### config.mk
export PLATFORM = sky130hd
export DESIGN_NAME = spritePpu
export DESIGN_NICKNAME = d
export VERILOG_FILES = /design/src/hdl/ppuPkg.sv /design/src/hdl/spriteLineIf.sv /design/src/hdl/scanTimer.sv /design/src/hdl/spriteRam.sv /design/src/hdl/lineFetchFsm.sv /design/src/hdl/lineSpriteBuf.sv /design/src/hdl/pixelMixer.sv /design/src/hdl/spritePpu.sv
export SDC_FILE = /design/constraint.sdc
export NUM_CORES = 1
export LEC_CHECK = 0
export ABC_AREA = 1
export ABC_CLOCK_PERIOD_IN_PS = 5550
export BUFFER_PORTS_ARGS = -buffer_cell sky130_fd_sc_hd__clkbuf_2
export CAP_MARGIN = 20
export CELL_PAD_IN_SITES_DETAIL_PLACEMENT = 0
export CELL_PAD_IN_SITES_GLOBAL_PLACEMENT = 1
export CORE_MARGIN = 2
export CORE_UTILIZATION = 51
export DETAILED_ROUTE_END_ITERATION = 6
export PLACE_DENSITY = 0.82
export SLEW_MARGIN = 20
export SYNTH_ARGS = -nofsm -noshare
export SYNTH_HDL_FRONTEND = slang
export SYNTH_SLANG_ARGS = --single-unit
### constraint.sdc
create_clock -name clk -period 5.55 [get_ports clk]
set_input_delay 1.11 -clock clk [delete_from_list [all_inputs] [get_ports clk]]
set_output_delay 1.11 -clock clk [all_outputs]
set_load 0.02 [all_outputs]
### src/hdl/ppuPkg.sv
package ppuPkg;

    // raster timing, counted in clocks and lines
    localparam int ACTIVE_W    = 64;
    localparam int TOTAL_W     = 88;
    localparam int HSYNC_START = 68;
    localparam int HSYNC_END   = 76;

    localparam int ACTIVE_H    = 48;
    localparam int TOTAL_H     = 52;
    localparam int VSYNC_START = 49;
    localparam int VSYNC_END   = 51;

    // sprite table and line slots
    localparam int SPRITE_NUM   = 16;
    localparam int SPRITE_IDX_W = 4;
    localparam int SLOT_NUM     = 8;
    localparam int SLOT_W       = 3;
    localparam int SPRITE_SIZE  = 8;

    // colour
    localparam int RGB_W = 12;
    localparam logic [RGB_W-1:0] BG_RGB = 12'h520;

    // posX sits in the low byte, color in the top 12 bits
    typedef struct packed {
        logic [RGB_W-1:0] color;
        logic [1:0]       reserved;
        logic [1:0]       tile;
        logic [7:0]       posY;
        logic [7:0]       posX;
    } spriteFieldsT;

    // host side sees a raw word, the pipeline sees fields
    typedef union packed {
        logic [31:0]  raw;
        spriteFieldsT fields;
    } spriteWordT;

endpackage

### src/hdl/spriteLineIf.sv
interface spriteLineIf;
    import ppuPkg::*;

    // invalidate every slot
    logic              clear;
    // load entry into slot
    logic              wrEn;
    logic [SLOT_W-1:0] slot;
    spriteWordT        entry;

    modport fetch (
        output clear,
        output wrEn,
        output slot,
        output entry
    );

    modport store (
        input clear,
        input wrEn,
        input slot,
        input entry
    );

endinterface

### src/hdl/scanTimer.sv
module scanTimer (
    input  logic       clk,
    input  logic       rstN,
    output logic [7:0] pixX,
    output logic [7:0] pixY,
    output logic       active,
    output logic       hsyncRaw,
    output logic       vsyncRaw,
    output logic       lineEnd
);
    import ppuPkg::*;

    logic [7:0] hNext;
    logic [7:0] vNext;

    // next raster position
    always_comb begin
        hNext = pixX + 8'd1;
        vNext = pixY;
        if (pixX == 8'(TOTAL_W - 1)) begin
            hNext = '0;
            if (pixY == 8'(TOTAL_H - 1)) begin
                vNext = '0;
            end else begin
                vNext = pixY + 8'd1;
            end
        end
    end

    // flags are computed from the next position so they line up with pixX/pixY
    always_ff @(posedge clk) begin
        if (!rstN) begin
            pixX     <= '0;
            pixY     <= '0;
            active   <= 1'b0;
            hsyncRaw <= 1'b1;
            vsyncRaw <= 1'b1;
            lineEnd  <= 1'b0;
        end else begin
            pixX     <= hNext;
            pixY     <= vNext;
            active   <= (hNext < ACTIVE_W) && (vNext < ACTIVE_H);
            hsyncRaw <= !((hNext >= HSYNC_START) && (hNext < HSYNC_END));
            vsyncRaw <= !((vNext >= VSYNC_START) && (vNext < VSYNC_END));
            // first blank clock of the line
            lineEnd  <= (hNext == ACTIVE_W);
        end
    end

endmodule

### src/hdl/spriteRam.sv
module spriteRam (
    input  logic                          clk,
    input  logic                          wrEn,
    input  logic [ppuPkg::SPRITE_IDX_W-1:0] wrAddr,
    input  logic [ppuPkg::SPRITE_IDX_W-1:0] rdAddr,
    input  ppuPkg::spriteWordT            wrData,
    output ppuPkg::spriteWordT            rdData
);
    import ppuPkg::*;

    // raw sprite words, decoded downstream
    logic [31:0] mem [SPRITE_NUM];

    // host write port
    always_ff @(posedge clk) begin
        if (wrEn) begin
            mem[wrAddr] <= wrData.raw;
        end
    end

    // registered read, one cycle of latency
    always_ff @(posedge clk) begin
        rdData.raw <= mem[rdAddr];
    end

endmodule

### src/hdl/lineFetchFsm.sv
module lineFetchFsm (
    input  logic                            clk,
    input  logic                            rstN,
    input  logic                            lineEnd,
    input  logic [7:0]                      pixY,
    output logic [ppuPkg::SPRITE_IDX_W-1:0] rdAddr,
    input  ppuPkg::spriteWordT              rdData,
    spriteLineIf.fetch                      lineBus
);
    import ppuPkg::*;

    typedef enum logic [1:0] {
        stIdle,
        stClear,
        stScan,
        stDrain
    } fetchStateT;

    fetchStateT             state;
    logic [SPRITE_IDX_W-1:0] addrCnt;
    // extra top bit marks all slots taken
    logic [SLOT_W:0]         slotCnt;
    logic [7:0]              targetY;
    logic [7:0]              rowDiff;
    logic                    testing;
    logic                    match;

    assign rdAddr = addrCnt;

    // rdData holds a valid table word during scan and drain
    assign testing = (state == stScan) || (state == stDrain);
    assign rowDiff = targetY - rdData.fields.posY;
    assign match   = testing && (rowDiff < SPRITE_SIZE);

    assign lineBus.clear = (state == stClear);
    assign lineBus.wrEn  = match && !slotCnt[SLOT_W];
    assign lineBus.slot  = slotCnt[SLOT_W-1:0];
    assign lineBus.entry = rdData;

    always_ff @(posedge clk) begin
        if (!rstN) begin
            state   <= stIdle;
            addrCnt <= '0;
            slotCnt <= '0;
        end else begin
            case (state)
                stIdle: begin
                    if (lineEnd) begin
                        state   <= stClear;
                        addrCnt <= '0;
                    end
                end
                stClear: begin
                    // address 0 already issued
                    state   <= stScan;
                    addrCnt <= addrCnt + 1'b1;
                    slotCnt <= '0;
                end
                stScan: begin
                    if (addrCnt == SPRITE_IDX_W'(SPRITE_NUM - 1)) begin
                        state <= stDrain;
                    end else begin
                        addrCnt <= addrCnt + 1'b1;
                    end
                    if (lineBus.wrEn) begin
                        slotCnt <= slotCnt + 1'b1;
                    end
                end
                stDrain: begin
                    // last table word is tested here
                    state <= stIdle;
                    if (lineBus.wrEn) begin
                        slotCnt <= slotCnt + 1'b1;
                    end
                end
                default: state <= stIdle;
            endcase
        end
    end

    // next line, wrapping at the end of the frame
    always_ff @(posedge clk) begin
        if ((state == stIdle) && lineEnd) begin
            if (pixY == 8'(TOTAL_H - 1)) begin
                targetY <= '0;
            end else begin
                targetY <= pixY + 8'd1;
            end
        end
    end

endmodule

### src/hdl/lineSpriteBuf.sv
module lineSpriteBuf (
    input  logic                        clk,
    input  logic                        rstN,
    spriteLineIf.store                  lineBus,
    output ppuPkg::spriteWordT          slotWord [ppuPkg::SLOT_NUM],
    output logic [ppuPkg::SLOT_NUM-1:0] slotValid
);
    import ppuPkg::*;

    // valid bits
    always_ff @(posedge clk) begin
        if (!rstN) begin
            slotValid <= '0;
        end else if (lineBus.clear) begin
            slotValid <= '0;
        end else if (lineBus.wrEn) begin
            slotValid[lineBus.slot] <= 1'b1;
        end
    end

    // sprite words, only meaningful while valid
    always_ff @(posedge clk) begin
        if (lineBus.wrEn) begin
            slotWord[lineBus.slot] <= lineBus.entry;
        end
    end

endmodule

### src/hdl/pixelMixer.sv
module pixelMixer (
    input  logic                        clk,
    input  logic                        rstN,
    input  logic [7:0]                  pixX,
    input  logic [7:0]                  pixY,
    input  logic                        active,
    input  logic                        hsyncRaw,
    input  logic                        vsyncRaw,
    input  ppuPkg::spriteWordT          slotWord [ppuPkg::SLOT_NUM],
    input  logic [ppuPkg::SLOT_NUM-1:0] slotValid,
    output logic                        hsync,
    output logic                        vsync,
    output logic                        de,
    output logic [ppuPkg::RGB_W-1:0]    rgb
);
    import ppuPkg::*;

    logic [7:0]       colDiff [SLOT_NUM];
    logic [7:0]       rowDiff [SLOT_NUM];
    logic [SLOT_NUM-1:0] draw;
    logic [RGB_W-1:0] pixColor;

    // built-in 1-bit patterns: solid, checker, left half, diagonal
    function automatic logic tileBit(
        input logic [1:0] tile,
        input logic [2:0] c,
        input logic [2:0] r
    );
        case (tile)
            2'd0:    return 1'b1;
            2'd1:    return ~(r[0] ^ c[0]);
            2'd2:    return ~c[2];
            default: return (c == r);
        endcase
    endfunction

    // hit test per slot
    always_comb begin
        for (int i = 0; i < SLOT_NUM; i++) begin
            colDiff[i] = pixX - slotWord[i].fields.posX;
            rowDiff[i] = pixY - slotWord[i].fields.posY;
            draw[i]    = slotValid[i]
                         && (colDiff[i] < SPRITE_SIZE)
                         && (rowDiff[i] < SPRITE_SIZE)
                         && tileBit(slotWord[i].fields.tile,
                                    colDiff[i][2:0], rowDiff[i][2:0]);
        end
    end

    // walk down so the lowest slot wins
    always_comb begin
        pixColor = BG_RGB;
        for (int i = SLOT_NUM - 1; i >= 0; i--) begin
            if (draw[i]) begin
                pixColor = slotWord[i].fields.color;
            end
        end
    end

    always_ff @(posedge clk) begin
        if (!rstN) begin
            hsync <= 1'b1;
            vsync <= 1'b1;
            de    <= 1'b0;
            rgb   <= '0;
        end else begin
            hsync <= hsyncRaw;
            vsync <= vsyncRaw;
            de    <= active;
            // black outside the visible area
            rgb   <= active ? pixColor : '0;
        end
    end

endmodule

### src/hdl/spritePpu.sv
module spritePpu (
    input  logic                            clk,
    input  logic                            rstN,
    input  logic                            wrEn,
    input  logic [ppuPkg::SPRITE_IDX_W-1:0] wrAddr,
    input  logic [31:0]                     wrData,
    output logic                            hsync,
    output logic                            vsync,
    output logic                            de,
    output logic [ppuPkg::RGB_W-1:0]        rgb
);
    import ppuPkg::*;

    logic [7:0]              pixX;
    logic [7:0]              pixY;
    logic                    active;
    logic                    hsyncRaw;
    logic                    vsyncRaw;
    logic                    lineEnd;

    logic [SPRITE_IDX_W-1:0] rdAddr;
    spriteWordT              rdData;

    spriteWordT              slotWord [SLOT_NUM];
    logic [SLOT_NUM-1:0]     slotValid;

    spriteLineIf lineBus ();

    scanTimer i_scanTimer (
        .clk      (clk),
        .rstN     (rstN),
        .pixX     (pixX),
        .pixY     (pixY),
        .active   (active),
        .hsyncRaw (hsyncRaw),
        .vsyncRaw (vsyncRaw),
        .lineEnd  (lineEnd)
    );

    spriteRam i_spriteRam (
        .clk    (clk),
        .wrEn   (wrEn),
        .wrAddr (wrAddr),
        .rdAddr (rdAddr),
        .wrData (wrData),
        .rdData (rdData)
    );

    lineFetchFsm i_lineFetchFsm (
        .clk     (clk),
        .rstN    (rstN),
        .lineEnd (lineEnd),
        .pixY    (pixY),
        .rdAddr  (rdAddr),
        .rdData  (rdData),
        .lineBus (lineBus.fetch)
    );

    lineSpriteBuf i_lineSpriteBuf (
        .clk       (clk),
        .rstN      (rstN),
        .lineBus   (lineBus.store),
        .slotWord  (slotWord),
        .slotValid (slotValid)
    );

    pixelMixer i_pixelMixer (
        .clk       (clk),
        .rstN      (rstN),
        .pixX      (pixX),
        .pixY      (pixY),
        .active    (active),
        .hsyncRaw  (hsyncRaw),
        .vsyncRaw  (vsyncRaw),
        .slotWord  (slotWord),
        .slotValid (slotValid),
        .hsync     (hsync),
        .vsync     (vsync),
        .de        (de),
        .rgb       (rgb)
    );

endmodule

### After elaboration in Yosys (flattened, before gate mapping)

Memory sizes are Yosys's and may differ from the RTL's. A register that Yosys moved wholly into a read port is not among the register bits.
Index checks and enable logic that the tools add are counted.

| cells by class | value |
|---|---|
| $lt $le $gt $ge | 27 |
| reductions and logical operators | 53 |
| add/subtract/negate cells | 21 |
| equality and inequality tests | 35 |
| bitwise logic cells | 27 |
| mux-type cells | 34 |

Operators by type and width:

| operator | number |
|---|---|
| bitwise mux 256 bit | 1 |
| < comparator 8 x 4 -> 1 bit, second input constant | 17 |
| subtractor 8 bit | 17 |
| demux 32 bit (select 3 bit) | 1 |
| two-way mux 12 bit | 8 |
| logical AND 1 bit | 32 |
| two-way mux 32 bit | 1 |
| equality test 3 bit | 8 |
| two-way mux 8 bit | 3 |
| one-hot mux 1 bit (3 select lines) | 8 |
| equality test 2 bit, second input constant | 10 |
| equality test 2 x 1 -> 1 bit, second input constant | 9 |
| zero test 2 bit | 9 |
| inverter 1 bit | 17 |
| adder 8 x 1 -> 8 bit, second input constant | 2 |
| equality test 8 x 7 -> 1 bit, second input constant | 2 |
| < comparator 8 x 6 -> 1 bit, second input constant | 2 |
| < comparator 8 x 7 -> 1 bit, second input constant | 2 |
| two-way mux 4 bit | 3 |
| one-hot mux 4 bit (3 select lines) | 1 |
| adder 4 x 1 -> 4 bit, second input constant | 2 |
| equality test 8 x 6 -> 1 bit, second input constant | 1 |
| greater-or-equal comparator 8 x 6 -> 1 bit, second input constant | 1 |
| greater-or-equal comparator 8 x 7 -> 1 bit, second input constant | 1 |
| 22 further kinds | 39 |

| storage, ports and cells | value |
|---|---|
| bits in registers | 317 |
| logic and storage cells | 221 |
| memories kept | 1 |
| output and inout bits | 15 |
| input port bits | 39 |
| bits in writable memories | 512 |

Memories:

| memory | words | width | read ports | clocked after memory_dff | wr ports | line | text |
|---|---|---|---|---|---|---|---|
| i_spriteRam.mem | 16 | 32 | 1 | 1 | 1 | spriteRam.sv:12 | `logic [31:0] mem [SPRITE_NUM];` |

### Depth between registers and ports, before layout

| logic depth | value |
|---|---|
| word-level depth | 13 |
| mapped depth | 25 |
| mapped depth without buffers | 25 |

### Cells and area by module

A second synthesis with hierarchy kept.

| second synthesis, totals | value |
|---|---|
| cells, all modules | 4112 |
| area, all modules | 40969.3 µm² |

Modules (own cells, without submodules):

| module | area an instance (µm²) | times used | cells each | seq. area each (µm²) |
|---|---|---|---|---|
| spriteRam | 22730.6 | 1 | 2120 | 16015.4 |
| lineSpriteBuf | 8026.4 | 1 | 308 | 7847.5 |
| pixelMixer | 7435.9 | 1 | 1273 | 300.3 |
| lineFetchFsm | 1670.4 | 1 | 237 | 440.4 |
| scanTimer | 1106.1 | 1 | 174 | 400.4 |

### Least setup slack after synthesis

Ideal clock, no wire load.

| timing | value |
|---|---|
| kind | register to register |
| start point | register i_spriteRam.rdData[10] (netlist name) (read register of i_spriteRam.mem) |
| end point | register i_lineSpriteBuf.slotWord[160] (netlist name), enable pin |
| data required time | 5.093 ns |
| arrival time | 3.946 ns |
| cell stages (with the launch flop) | 13 |
| slack | 1.146 ns |
| setup time | 0.457 ns |
| buffers on the path | 0 |
| period minus slack after synthesis | 4.404 ns |
| cells stage by stage | dfxtp_1 inv_1 ha_1 a21oi_1 nand2_1 nand2_1 nand2_1 a21o_1 a21o_1 a21oi_1 xor2_1 nand2_1 nor3_1 |

| on the way | value |
|---|---|
| word-level cells in the longest chain between the ends | 4 |

Ends and longest elaborated chain:

| element | line | text |
|---|---|---|
| start: declaration | spriteRam.sv:7 | `output ppuPkg::spriteWordT rdData` |
| subtractor 8 bit | lineFetchFsm.sv:32 | `assign rowDiff = targetY - rdData.fields.posY;` |
| < comparator 8 x 4 -> 1 bit | lineFetchFsm.sv:33 | `assign match = testing && (rowDiff < SPRITE_SIZE);` |
| logical AND 1 bit | lineFetchFsm.sv:33 |  |
| logical AND 1 bit | lineFetchFsm.sv:36 | `assign lineBus.wrEn = match && !slotCnt[SLOT_W];` |
| end signal: indexed assignment | lineSpriteBuf.sv:24 | `slotWord[lineBus.slot] <= lineBus.entry;` |
| end: declaration | lineSpriteBuf.sv:5 | `output ppuPkg::spriteWordT slotWord [ppuPkg::SLOT_NUM],` |

Every way passes these cells.
A chain may end at the register's enable or synchronous reset.

### Worst setup path after layout

| timing | value |
|---|---|
| start point | register i_spriteRam.rdData[10] (netlist name) (read register of i_spriteRam.mem) |
| end point | register i_lineSpriteBuf.slotWord[56] (netlist name), enable pin |

Same word-level chain as after synthesis.

==> impl_metrics.toml <==
[outcome]
outcome = "completed"

[power_and_ir_drop]
power.switching_w = 0.00410
p_comb_share_pct = 13.7
clkPwrFrac_pct = 36.4
p_leak_nw = 15.7
powerDensity_nw_per_um2 = 364
ir_worst_vdd_mv = 0.300
seq_power_share_pct = 49.9
intPower_w = 0.0107
swShare_pct = 27.7

[drt]
drtIter0Drc = 2028
top_layer = "met5"
drtAntennaViolNets = 0
first_pass_iters = 6
vias_per_cell = 5.57
drc_errors = 0
wl_met3_um = 5500
vias = 24400
drt_wl_total_um = 88200
wirelength_met1_um = 36300
route.met2.wl_um = 42500
wire_per_inst_um = 20.2

[logic_synthesis]
synth_seq_cells = 811
yosysTopAreaCellShare_pct = 60.0
syn_area_um2 = 36400
synthTopCellsByArea = "edfxtp_1, nand2_1, dfxtp_1"
yosysWarningCount = 0
synthCells = 3285
yosysTopAreaCell = "edfxtp_1"
async_reset_ff_share_pct = 0
syn_nets = 3469
ys_types = 54
avgSynthCellArea_um2 = 11.1
synth_ff_type = "edfxtp_1"
synth-edff-count = 728
ys_seq_area_share_pct = 64.5

[timing]
fin_setup_tns_ns = 0
skew_ns = 0.0252
rsz0062_at_grt = "false"
tightest_slew_ns = 1.15
fin_crit_sh_pct = 70.4
fin_hold_ws_ns = 0.412
setup_ws_ns = 1.65
final-hold-violation-count = 0
slew_headroom_pct = 23.5
max_freq_mhz = 256
setup_viol = 0
slew_viol_final = 0
post-route-min-period_ns = 3.90

[placement]
pre_cts_ws_ns = 1.67
placed_area_um2 = 37900
dpl.hpwl_um = 52200
place_inst = 4222
gp_congestion = 0.878
place.port_buffers = 51

[clock_network]
clkSinkCount = 811
cts_tree = "built"
cts_made_buffers = 85
cts.repair.resized = 0
clk_path_buf_depth = 3
post-cts-setup-buffer-count = 0
clk_pin_slew_ns = 0.06
clock_latency_ns = 0.65
cts_root_buffer = "clkbuf_16"
htree_levels = 3
ctsHoldBuffers = 0

[critical_path]
r2r_setup_slack_ns = 1.65
critPathLaunch = "i_spriteRam.rdData[10]"
slowest_stage = "inv_1"
critical_path.max_stage_delay_ns = 0.57
path_cells = "buf_4 > inv_1 > ha_1 > a21oi_1 > nand2_1 > nand2_1 > nand2_1 > a21o_1 > a21o_1 > a21oi_1 > xor2_1 > nand2_1 > nor2_1 > nand2_1 > inv_1 > buf_4"
cp-endpoint = "i_lineSpriteBuf.slotWord[56]"
cp_max_fo = 16
startpoint_type = "register"
end_kind = "register"
cp.arrival_ns = 4.22
crit_top_cell = "nand2_1"
worstReg2RegEnd = "i_lineSpriteBuf.slotWord[56]"
crit_type = "register to register"
r2r_start = "i_spriteRam.rdData[10]"
critPathRequiredTime_ns = 5.87
rr_worst_depth = 16

[job]
drv_cap = 0

[finish]
nNetsFinal = 3543
design_area_um2 = 40600
fillCellCount = 5841
fin_cells = 4375
syn2layout_area_growth_pct = 11.4
drive_above_1_share_pct = 8.62
final_common_cell = "edfxtp_1"
final_cell_mix = "edfxtp_1, nand2_1, nor2_1"

[floorplan]
core_um2 = 71100
io_pins = 54
dieWidth_um = 271
start_util_pct = 51.2
chipHeight_um = 271
rows = 98
die_area_um2 = 73600

[global_routing]
track_usage_pct = 23.9
grt_pass1_vias = 24200
grt_first_pass_wirelength_um = 134000
grt.overflow.total = 0
grt_max_degree = 229
antenna_found_initial = 8

[min_path]
hold_path_class = "register to register"
cells by family (layout without fill, tap and decap cells):
logic type	count (synthesis)	in the layout	synth area share [%]
adders and majority gates	145	145	5.31
AOI/OAI and AO/OA	570	570	8.99
DFF	811	811	64.5
other	0	1	0
xor gates and xnor gates	100	100	2.42
buffers and inverters	490	629	5.19
muxes	1	1	0.0275
and+or+nand+nor	1168	1168	13.5
per-layer routing:
metal / track usage, % / vias to the layer above
met5: 0 / -
met4: 10.6 / 6
met3: 3.52 / 220
met2: 40.8 / 820
met1: 30.3 / 11700
li1: - / 11600
cell usage after synthesis, types with 53 or more instances:
| cell type | n |
|---|---|
| nor2_1 | 418 |
| inv_1 | 372 |
| o21ai_0 | 307 |
| edfxtp_1 | 728 |
| o221ai_1 | 53 |
| ha_1 | 129 |
| o22ai_1 | 67 |
| clkbuf_1 | 97 |
| nand2_1 | 456 |
| nand3_1 | 172 |
| xor2_1 | 61 |
| a21oi_1 | 91 |
| dfxtp_1 | 83 |
worst min-delay path by stage:
stage,cells after the start,to,start
3_5_place_dp,1,i_pixelMixer.vsync,i_scanTimer.vsyncRaw
5_1_grt,1,i_pixelMixer.vsync,i_scanTimer.vsyncRaw
6_report,1,i_pixelMixer.vsync,i_scanTimer.vsyncRaw
4_1_cts,1,i_pixelMixer.vsync,i_scanTimer.vsyncRaw
2_1_floorplan,1,i_pixelMixer.hsync,i_scanTimer.hsyncRaw
3_3_place_gp,1,i_pixelMixer.vsync,i_scanTimer.vsyncRaw
power groups by stage:
stage | sequential, W | clock (W) | combinational, W
CTS | 0.00739 | 0.00546 | 0.00201
floorplan | 0.00728 | 0 | 0.00137
detailed placement | 0.00751 | 0 | 0.00200
global route | 0.00741 | 0.00569 | 0.00224
global placement | 0.00750 | 0 | 0.00191
finish | 0.00738 | 0.00538 | 0.00203
worst max-delay path: cells and delay by family, from the launching register on:
family          cells  cell delay (ns)
xor+xnor            1             0.16
flops               1             0.30
buf+inv             4             1.23
fa+ha+maj           1             0.30
simple gates        6             0.87
compound gates      4             0.70
through the flow:
stage,total power [W],util (%)
6_report,0.0148,57.1
5_1_grt,0.0153,57.1
4_1_cts,0.0149,57.1
3_5_place_dp,0.00951,53.4
3_3_place_gp,0.00940,53.4
2_1_floorplan,0.00864,-
cell type report:
class                      count  area, um^2  area share (%)
antenna                        1        2.50         0.00616
clock inverter                39         337           0.829
timing repair buffer         101         643            1.58
clock buffer                 113        2300            5.67
multi-input combinational   1984       11200            27.5
tap                          950        1190            2.93
sequential                   811       23500            58.0
inverter                     376        1420            3.49
registers in the layout, summed over array words and instances (netlist names):
signal                     count
i_spriteRam.mem              480
i_lineSpriteBuf.slotWord     240
i_spriteRam.rdData            30
i_pixelMixer.rgb              12
i_lineFetchFsm.targetY         8
i_lineSpriteBuf.slotValid      8
i_scanTimer.pixX               8
i_scanTimer.pixY               8
i_lineFetchFsm.rdAddr          4
i_lineFetchFsm.slotCnt         4
i_lineFetchFsm.state           2
i_pixelMixer.de                1
i_pixelMixer.hsync             1
i_pixelMixer.vsync             1
i_scanTimer.active             1
i_scanTimer.hsyncRaw           1
i_scanTimer.lineEnd            1
i_scanTimer.vsyncRaw           1
Note: power is estimated with default switching activity, not from simulation.
